--- config.mk ---
export PLATFORM = sky130hd
export DESIGN_NAME = network_tx
export DESIGN_NICKNAME = d
export VERILOG_FILES = /design/src/hw/mc_tx_pkg.sv /design/src/hw/npa_if.sv /design/src/hw/eva_decode.sv /design/src/hw/dram_map.sv /design/src/hw/packet_assemble.sv /design/src/hw/load_packer.sv /design/src/hw/resp_demux.sv /design/src/hw/network_tx.sv
export VERILOG_INCLUDE_DIRS = /design/src /design/src/hw
export SDC_FILE = /design/constraint.sdc
export NUM_CORES = 1
export LEC_CHECK = 0
export ABC_AREA = 1
export BUFFER_PORTS_ARGS = -buffer_cell sky130_fd_sc_hd__buf_2
export CAP_MARGIN = 20
export CORE_AREA = 4 4 131 133
export CTS_BUF_LIST = sky130_fd_sc_hd__clkbuf_4
export DETAILED_ROUTE_END_ITERATION = 7
export DIE_AREA = 0 0 135 137
export PLACE_DENSITY = 0.62
export SLEW_MARGIN = 20
export SYNTH_ARGS = -nofsm -noshare
export SYNTH_HDL_FRONTEND = slang
export SYNTH_HIERARCHICAL = 1
export SYNTH_SLANG_ARGS = --single-unit
--- constraint.sdc ---
create_clock -name clk_i -period 2.1 [get_ports clk_i]
set_clock_uncertainty 0.15 [all_clocks]
set_input_delay 0.21 -clock clk_i [delete_from_list [all_inputs] [get_ports clk_i]]
set_output_delay 0.21 -clock clk_i [all_outputs]
set_load 0.005 [all_outputs]
--- src/hw/mc_tx_cfg.svh ---
`ifndef MC_TX_CFG_SVH
`define MC_TX_CFG_SVH

// data path and eva width
`define MC_DATA_W 32

// word address carried in a packet
`define MC_ADDR_W 28

// mesh coordinates
`define MC_X_W 4
`define MC_Y_W 4

// vcache banks across x, power of two only
`define MC_NUM_BANKS 4

// words per vcache block
`define MC_BLOCK_WORDS 8

// vcache capacity in words
`define MC_VCACHE_WORDS 1024

// outstanding request limit and counter width
`define MC_MAX_CREDITS 16
`define MC_CREDIT_W 5

// register id
`define MC_REG_W 5

`endif

--- src/hw/mc_tx_pkg.sv ---
`default_nettype none

`include "mc_tx_cfg.svh"

package mc_tx_pkg;

  typedef enum logic [1:0] {
    op_load    = 2'd0,
    op_store   = 2'd1,
    op_swap_aq = 2'd2,
    op_swap_rl = 2'd3
  } packet_op_e;

  typedef enum logic [1:0] {
    class_dram     = 2'd0,
    class_global   = 2'd1,
    class_in_group = 2'd2,
    class_invalid  = 2'd3
  } addr_class_e;

  // request from the core
  typedef struct packed {
    logic                  write_not_read;
    logic                  swap_aq;
    logic                  swap_rl;
    logic [3:0]            mask;
    logic [`MC_DATA_W-1:0] payload;
    logic [`MC_DATA_W-1:0] addr;
  } remote_req_s;

  // travels with the request as its load id
  typedef struct packed {
    logic [`MC_REG_W-1:0] reg_id;
    logic                 float_wb;
    logic                 icache_fetch;
    logic                 is_unsigned;
    logic                 is_byte;
    logic                 is_hex;
    logic [1:0]           part_sel;
  } load_info_s;

  typedef struct packed {
    packet_op_e            op;
    logic [3:0]            op_ex;
    logic [`MC_DATA_W-1:0] payload;
    logic [`MC_Y_W-1:0]    src_y;
    logic [`MC_X_W-1:0]    src_x;
    logic [`MC_Y_W-1:0]    y;
    logic [`MC_X_W-1:0]    x;
    logic [`MC_ADDR_W-1:0] addr;
  } mc_packet_s;

endpackage

`default_nettype wire

--- src/hw/npa_if.sv ---
`default_nettype none
`timescale 1ns/100ps

`include "mc_tx_cfg.svh"

// one network physical address, qualified by valid
interface npa_if;

  logic                  valid;
  logic [`MC_X_W-1:0]    x;
  logic [`MC_Y_W-1:0]    y;
  logic [`MC_ADDR_W-1:0] addr;

  modport src (
    output valid,
    output x,
    output y,
    output addr
  );

  modport dst (
    input valid,
    input x,
    input y,
    input addr
  );

endinterface

`default_nettype wire

--- src/hw/eva_decode.sv ---
`default_nettype none
`timescale 1ns/100ps

`include "mc_tx_cfg.svh"

module eva_decode import mc_tx_pkg::*; (
  input  wire [`MC_DATA_W-1:0] remote_addr_i,
  input  wire [`MC_X_W-1:0]    tgo_x_i,
  input  wire [`MC_Y_W-1:0]    tgo_y_i,
  output addr_class_e          addr_class_o,
  npa_if.src                   grp
);

  localparam int x_w    = `MC_X_W;
  localparam int y_w    = `MC_Y_W;
  localparam int addr_w = `MC_ADDR_W;

  logic       is_dram;
  logic       is_global;
  logic       is_in_group;
  logic [5:0] grp_x_sum;
  logic [4:0] grp_y_sum;

  assign is_dram     = remote_addr_i[31];
  assign is_global   = remote_addr_i[31:30] == 2'b01;
  assign is_in_group = remote_addr_i[31:29] == 3'b001;

  always_comb begin
    if (is_dram) begin
      addr_class_o = class_dram;
    end else if (is_global) begin
      addr_class_o = class_global;
    end else if (is_in_group) begin
      addr_class_o = class_in_group;
    end else begin
      addr_class_o = class_invalid;
    end
  end

  // group origin offset, wraps at the coordinate width
  assign grp_x_sum = remote_addr_i[23:18] + 6'(tgo_x_i);
  assign grp_y_sum = remote_addr_i[28:24] + 5'(tgo_y_i);

  always_comb begin
    grp.valid = (addr_class_o == class_global) || (addr_class_o == class_in_group);
    grp.addr  = addr_w'(remote_addr_i[17:2]);
    if (addr_class_o == class_in_group) begin
      grp.x = x_w'(grp_x_sum);
      grp.y = y_w'(grp_y_sum);
    end else begin
      grp.x = x_w'(remote_addr_i[23:18]);
      grp.y = y_w'(remote_addr_i[29:24]);
    end
  end

endmodule

`default_nettype wire

--- src/hw/dram_map.sv ---
`default_nettype none
`timescale 1ns/100ps

`include "mc_tx_cfg.svh"

module dram_map (
  input wire [`MC_DATA_W-1:0] remote_addr_i,
  input wire                  dram_enable_i,
  npa_if.src                  dram
);

  localparam int x_w    = `MC_X_W;
  localparam int y_w    = `MC_Y_W;
  localparam int addr_w = `MC_ADDR_W;
  localparam int bank_w = $clog2(`MC_NUM_BANKS);
  localparam int off_w  = $clog2(`MC_BLOCK_WORDS);
  localparam int vc_w   = $clog2(`MC_VCACHE_WORDS);
  // what is left after the dram bit, byte bits, block offset and bank
  localparam int idx_w  = `MC_DATA_W - 1 - 2 - off_w - bank_w;

  logic [bank_w-1:0] bank;
  logic [idx_w-1:0]  index;
  logic [off_w-1:0]  offset;

  // bank from the low bits, just above the block offset
  assign offset = remote_addr_i[2 +: off_w];
  assign bank   = remote_addr_i[2 + off_w +: bank_w];
  assign index  = remote_addr_i[2 + off_w + bank_w +: idx_w];

  always_comb begin
    dram.valid = remote_addr_i[31];
    if (dram_enable_i) begin
      dram.y    = {y_w{1'b1}};
      dram.x    = x_w'(bank);
      dram.addr = addr_w'({index, offset});
    end else if (remote_addr_i[30]) begin
      // host memory
      dram.y    = '0;
      dram.x    = '0;
      dram.addr = {1'b1, remote_addr_i[2 +: addr_w - 1]};
    end else begin
      // vcache addressed directly, no hashing
      dram.y    = {y_w{1'b1}};
      dram.x    = remote_addr_i[2 + vc_w +: x_w];
      dram.addr = addr_w'(remote_addr_i[2 +: vc_w]);
    end
  end

endmodule

`default_nettype wire

--- src/hw/packet_assemble.sv ---
`default_nettype none
`timescale 1ns/100ps

`include "mc_tx_cfg.svh"

module packet_assemble import mc_tx_pkg::*; (
  input  wire                    clk_i,
  input  wire                    rst_i,
  input  wire remote_req_s       remote_req_i,
  input  wire                    remote_req_v_i,
  input  wire [`MC_X_W-1:0]      my_x_i,
  input  wire [`MC_Y_W-1:0]      my_y_i,
  npa_if.dst                     grp,
  npa_if.dst                     dram,
  input  wire                    out_ready_i,
  input  wire                    credit_return_i,
  output mc_packet_s             out_packet_o,
  output logic                   out_v_o,
  output logic                   remote_req_yumi_o,
  output logic [`MC_CREDIT_W-1:0] out_credits_o
);

  localparam int credit_w = `MC_CREDIT_W;

  logic [credit_w-1:0] credits_q;

  always_comb begin
    if (remote_req_i.swap_aq) begin
      out_packet_o.op = op_swap_aq;
    end else if (remote_req_i.swap_rl) begin
      out_packet_o.op = op_swap_rl;
    end else if (remote_req_i.write_not_read) begin
      out_packet_o.op = op_store;
    end else begin
      out_packet_o.op = op_load;
    end

    out_packet_o.op_ex   = remote_req_i.mask;
    out_packet_o.payload = remote_req_i.payload;
    out_packet_o.src_y   = my_y_i;
    out_packet_o.src_x   = my_x_i;

    // the two sources never claim the same address
    if (dram.valid) begin
      out_packet_o.y    = dram.y;
      out_packet_o.x    = dram.x;
      out_packet_o.addr = dram.addr;
    end else if (grp.valid) begin
      out_packet_o.y    = grp.y;
      out_packet_o.x    = grp.x;
      out_packet_o.addr = grp.addr;
    end else begin
      out_packet_o.y    = '0;
      out_packet_o.x    = '0;
      out_packet_o.addr = '0;
    end
  end

  assign out_v_o           = remote_req_v_i & (|credits_q);
  assign remote_req_yumi_o = out_v_o & out_ready_i;

  // one credit per request in flight
  always_ff @(posedge clk_i) begin
    if (rst_i) begin
      credits_q <= credit_w'(`MC_MAX_CREDITS);
    end else begin
      case ({remote_req_yumi_o, credit_return_i})
        2'b10:   credits_q <= credits_q - 1'b1;
        2'b01:   credits_q <= credits_q + 1'b1;
        default: credits_q <= credits_q;
      endcase
    end
  end

  assign out_credits_o = credits_q;

endmodule

`default_nettype wire

--- src/hw/load_packer.sv ---
`default_nettype none
`timescale 1ns/100ps

`include "mc_tx_cfg.svh"

module load_packer import mc_tx_pkg::*; (
  input  wire [`MC_DATA_W-1:0]  mem_data_i,
  input  wire load_info_s       load_info_i,
  output logic [`MC_DATA_W-1:0] load_data_o
);

  localparam int data_w = `MC_DATA_W;

  logic [7:0]  byte_sel;
  logic [15:0] half_sel;
  logic        byte_sign;
  logic        half_sign;

  assign byte_sel = mem_data_i[8*load_info_i.part_sel +: 8];
  // halfword picked by the upper part select bit
  assign half_sel = mem_data_i[16*load_info_i.part_sel[1] +: 16];

  assign byte_sign = ~load_info_i.is_unsigned & byte_sel[7];
  assign half_sign = ~load_info_i.is_unsigned & half_sel[15];

  always_comb begin
    if (load_info_i.is_byte) begin
      load_data_o = {{(data_w-8){byte_sign}}, byte_sel};
    end else if (load_info_i.is_hex) begin
      load_data_o = {{(data_w-16){half_sign}}, half_sel};
    end else begin
      load_data_o = mem_data_i;
    end
  end

endmodule

`default_nettype wire

--- src/hw/resp_demux.sv ---
`default_nettype none
`timescale 1ns/100ps

`include "mc_tx_cfg.svh"

module resp_demux import mc_tx_pkg::*; (
  input  wire                   returned_v_i,
  input  wire [`MC_DATA_W-1:0]  returned_data_i,
  input  wire load_info_s       returned_load_id_i,
  input  wire                   returned_fifo_full_i,
  input  wire                   int_yumi_i,
  output logic                  returned_yumi_o,
  output logic                  ifetch_v_o,
  output logic [`MC_DATA_W-1:0] ifetch_instr_o,
  output logic                  float_v_o,
  output logic [`MC_REG_W-1:0]  float_rd_o,
  output logic [`MC_DATA_W-1:0] float_data_o,
  output logic                  int_v_o,
  output logic [`MC_REG_W-1:0]  int_rd_o,
  output logic [`MC_DATA_W-1:0] int_data_o,
  output logic                  int_force_o
);

  load_packer u_load_packer (
    .mem_data_i  (returned_data_i),
    .load_info_i (returned_load_id_i),
    .load_data_o (int_data_o)
  );

  assign ifetch_instr_o = returned_data_i;
  assign float_data_o   = returned_data_i;
  assign float_rd_o     = returned_load_id_i.reg_id;
  assign int_rd_o       = returned_load_id_i.reg_id;

  always_comb begin
    ifetch_v_o  = 1'b0;
    float_v_o   = 1'b0;
    int_v_o     = 1'b0;
    int_force_o = 1'b0;
    if (returned_load_id_i.icache_fetch) begin
      ifetch_v_o      = returned_v_i;
      returned_yumi_o = returned_v_i;
    end else if (returned_load_id_i.float_wb) begin
      float_v_o       = returned_v_i;
      returned_yumi_o = returned_v_i;
    end else begin
      // a full fifo forces the int writeback to take it
      int_v_o         = returned_v_i;
      int_force_o     = returned_fifo_full_i & returned_v_i;
      returned_yumi_o = int_yumi_i | int_force_o;
    end
  end

endmodule

`default_nettype wire

--- src/hw/network_tx.sv ---
`default_nettype none
`timescale 1ns/100ps

`include "mc_tx_cfg.svh"

module network_tx import mc_tx_pkg::*; (
  input  wire                     clk_i,
  input  wire                     rst_i,
  input  wire remote_req_s        remote_req_i,
  input  wire                     remote_req_v_i,
  output logic                    remote_req_yumi_o,
  input  wire [`MC_X_W-1:0]       my_x_i,
  input  wire [`MC_Y_W-1:0]       my_y_i,
  input  wire [`MC_X_W-1:0]       tgo_x_i,
  input  wire [`MC_Y_W-1:0]       tgo_y_i,
  input  wire                     dram_enable_i,
  output addr_class_e             addr_class_o,
  output mc_packet_s              out_packet_o,
  output logic                    out_v_o,
  input  wire                     out_ready_i,
  input  wire                     credit_return_i,
  output logic [`MC_CREDIT_W-1:0] out_credits_o,
  input  wire                     returned_v_i,
  input  wire [`MC_DATA_W-1:0]    returned_data_i,
  input  wire load_info_s         returned_load_id_i,
  input  wire                     returned_fifo_full_i,
  output logic                    returned_yumi_o,
  output logic                    ifetch_v_o,
  output logic [`MC_DATA_W-1:0]   ifetch_instr_o,
  output logic                    float_v_o,
  output logic [`MC_REG_W-1:0]    float_rd_o,
  output logic [`MC_DATA_W-1:0]   float_data_o,
  output logic                    int_v_o,
  output logic [`MC_REG_W-1:0]    int_rd_o,
  output logic [`MC_DATA_W-1:0]   int_data_o,
  output logic                    int_force_o,
  input  wire                     int_yumi_i
);

  // destinations from the two decoders
  npa_if grp_npa ();
  npa_if dram_npa ();

  eva_decode u_eva_decode (
    .remote_addr_i (remote_req_i.addr),
    .tgo_x_i       (tgo_x_i),
    .tgo_y_i       (tgo_y_i),
    .addr_class_o  (addr_class_o),
    .grp           (grp_npa.src)
  );

  dram_map u_dram_map (
    .remote_addr_i (remote_req_i.addr),
    .dram_enable_i (dram_enable_i),
    .dram          (dram_npa.src)
  );

  packet_assemble u_packet_assemble (
    .clk_i             (clk_i),
    .rst_i             (rst_i),
    .remote_req_i      (remote_req_i),
    .remote_req_v_i    (remote_req_v_i),
    .my_x_i            (my_x_i),
    .my_y_i            (my_y_i),
    .grp               (grp_npa.dst),
    .dram              (dram_npa.dst),
    .out_ready_i       (out_ready_i),
    .credit_return_i   (credit_return_i),
    .out_packet_o      (out_packet_o),
    .out_v_o           (out_v_o),
    .remote_req_yumi_o (remote_req_yumi_o),
    .out_credits_o     (out_credits_o)
  );

  resp_demux u_resp_demux (
    .returned_v_i         (returned_v_i),
    .returned_data_i      (returned_data_i),
    .returned_load_id_i   (returned_load_id_i),
    .returned_fifo_full_i (returned_fifo_full_i),
    .int_yumi_i           (int_yumi_i),
    .returned_yumi_o      (returned_yumi_o),
    .ifetch_v_o           (ifetch_v_o),
    .ifetch_instr_o       (ifetch_instr_o),
    .float_v_o            (float_v_o),
    .float_rd_o           (float_rd_o),
    .float_data_o         (float_data_o),
    .int_v_o              (int_v_o),
    .int_rd_o             (int_rd_o),
    .int_data_o           (int_data_o),
    .int_force_o          (int_force_o)
  );

endmodule

`default_nettype wire

==> flow_metrics.env <==
export IMPL_outcome="finished, final reports clean"
export IMPL_cts_buffer_depth=2
export IMPL_synth_flop_cell="dfxtp_1"
export IMPL_die_w_um=135
export IMPL_grt_use_total_pct=12.4
export IMPL_synth_edff_count=0
export IMPL_rr_worst_depth=11
export IMPL_power_density_mw_per_mm2=313
export IMPL_grt_pass1_vias=3881
export IMPL_grt_antenna_before_repair=0
export IMPL_diodes=0
export IMPL_drv_slew=0
export IMPL_route_detailed_drc=0
export IMPL_fmax_mhz=506
export IMPL_yosys_area_top_type="buf_4"
export IMPL_cts_tree="built"
export IMPL_wl_per_cell_um=12.6
export IMPL_final_util_pct=26.9
export IMPL_area_delta_synth_final_pct=7.47
export IMPL_async_flop_share_pct=0
export IMPL_hold_path_depth=2
export IMPL_dp_hpwl_um=10500
export IMPL_cap_violations=0
export IMPL_drt_total_wl_um=12800
export IMPL_num_rows=46
export IMPL_ys_seq_elements=5
export IMPL_grt_pass1_wl_um=19300
export IMPL_yosysMostFrequentCell="nand2_1"
export IMPL_hp_class="in2reg"
export IMPL_hold_violations=0
export IMPL_yosys_warnings=6
export IMPL_root_buffer="clkbuf_4"
export IMPL_tns_ns=0
export IMPL_setup_slack_ns=0.124
export IMPL_start_util_pct=25.0
export IMPL_p_leak_nw=2.77
export IMPL_yosysSeqAreaShare_pct=2.53
export IMPL_firstDrtPassIters=4
export IMPL_grt_max_degree=38
export IMPL_die_area_mm2=0.0185
export IMPL_io_buffers=236
export IMPL_crit_path_start_kind="register"
export IMPL_drt_iter0_markers=131
export IMPL_setup_viol=0
export IMPL_yosysUniqueCellTypes=30
export IMPL_clk_pin_slew_ns=0.05
export IMPL_drive_gt1_share_pct=37.0
export IMPL_ios=342
export IMPL_cts_sinks=5
export IMPL_worst_skew_pair_late_latency_ns=0.24
export IMPL_required_ns=2.08
export IMPL_avgSynthCellArea_um2=5.52
export IMPL_cts_setup_buffers=0
export IMPL_htreeDepth=1
export IMPL_holdBufCountCts=0
export IMPL_critical_path_max_fanout=5
export IMPL_ir_worst_vdd_uv=374
export IMPL_core_mm2=0.0158
export IMPL_yosys_top_cells_area="buf_4 31%, nand2_1 28%, nand3_1 8.7%"
export IMPL_postRouteAntennaNets=0
export IMPL_vias=4422
export IMPL_fin_crit_sh_pct=94.1
export IMPL_place_ws_ns=-0.0591
export IMPL_largest_reg_flops=5
export IMPL_cts_buffers=3
export IMPL_final_net_count=950
export IMPL_synthCells=716
export IMPL_place_gp_congestion=0.877
export IMPL_yosysTopAreaCellShare_pct=30.9
export IMPL_worstSetupPathType="reg2reg"
export IMPL_vias_per_cell=4.37
export IMPL_die_h_um=137
export IMPL_grt_overflow_total=0
export IMPL_min_period_ns=1.98
export IMPL_ys_top_cells_by_count="291 x nand2_1, 163 x buf_4, 69 x nand3_1, 40 x inv_1, 34 x nor2_1"
export IMPL_syn_cell_area_mm2=0.00396
export IMPL_critPathArrivalTime_ns=1.96
export IMPL_cp_end_kind="register"
through the flow:
step	hold WS (ns)	power [mW]	cells	area, um2
2_1_floorplan	0.129	0.924	727	4000
3_3_place_gp	0.270	1.16	1007	4160
3_5_place_dp	0.270	1.17	1007	4160
4_1_cts	0.0316	1.33	1011	4220
5_1_grt	0.0633	1.48	1011	4250
6_report	0.0408	1.33	1011	4250
layout make-up:
class | instances | area, um2
fill | 1856 | 11600
multi-input combinational | 488 | 2350
sequential | 5 | 101
clock buffer | 4 | 30.0
timing repair buffer | 250 | 1300
inverter | 48 | 196
tap | 216 | 270
kinds of logic after synthesis:
kind of cell | synth area share, %
xor+xnor | 0.664
fa+ha+maj | 5.00
other cells | 0.0948
compound gates | 5.95
flops | 2.53
buf+inv | 40.4
simple gates | 45.3
critical path, stage by stage (launching register included):
cell and delay [ns]:
dfxtp_2 0.35, nor3_2 0.15, nand3_1 0.09, nand2_1 0.09, inv_1 0.06, nand2_2 0.07, ha_4 0.14, inv_4 0.06
fa_2 0.38, xor2_1 0.17, o21ai_1 0.11, inv_1 0.05
metal layers:
layer | track usage, % | part of all wire (%) | vias up
met5 | 0 | 0 | -
met4 | 4.09 | 2.9 | 0
met3 | 1.99 | 10 | 28
met2 | 21.6 | 46 | 256
met1 | 15.6 | 40 | 1915
li1 | - | - | 2223
report_power, final:
part / total, mW / switching (mW) / internal, mW
Sequential: 0.130 / 0.0170 / 0.113
Combinational: 1.07 / 0.616 / 0.459
Clock: 0.127 / 0.0421 / 0.0849
path summary, 6_finish.rpt:
check | startpoint | end | slack, ns
setup / recovery | u_packet_assemble/out_credits_o[2]$_SDFFE_PP0P_ | u_packet_assemble/out_credits_o[2]$_SDFFE_PP0P_ | 0.12
hold / removal | rst_i | u_packet_assemble/out_credits_o[0]$_SDFFE_PP0P_ | 0.04
setup reg to reg | u_packet_assemble/out_credits_o[2]$_SDFFE_PP0P_ | u_packet_assemble/out_credits_o[2]$_SDFFE_PP0P_ | 0.12
hold reg to reg | u_packet_assemble/out_credits_o[0]$_SDFFE_PP0P_ | u_packet_assemble/out_credits_o[0]$_SDFFE_PP0P_ | 0.38
cell usage in the layout, fill, tap and decap left out, drive strengths merged:
cell	instances
conb	12
dfxtp	5
nor3	2
a21oi	14
clkinvlp	1
xor2	3
buf	250
ha	11
nand4	1
nor2	34
o21ai	21
fa	3
nand2	295
o211ai	7
nand3	82
inv	47
or2	3
clkbuf	4
what timing repair did:
action,in CTS,in global routing
endpoints found under the setup margin,1,6
pin swaps,0,2
endpoints found under the hold margin,0,0
gates resized for setup,6,8
No activity file was read; power rests on OpenSTA's default activity.
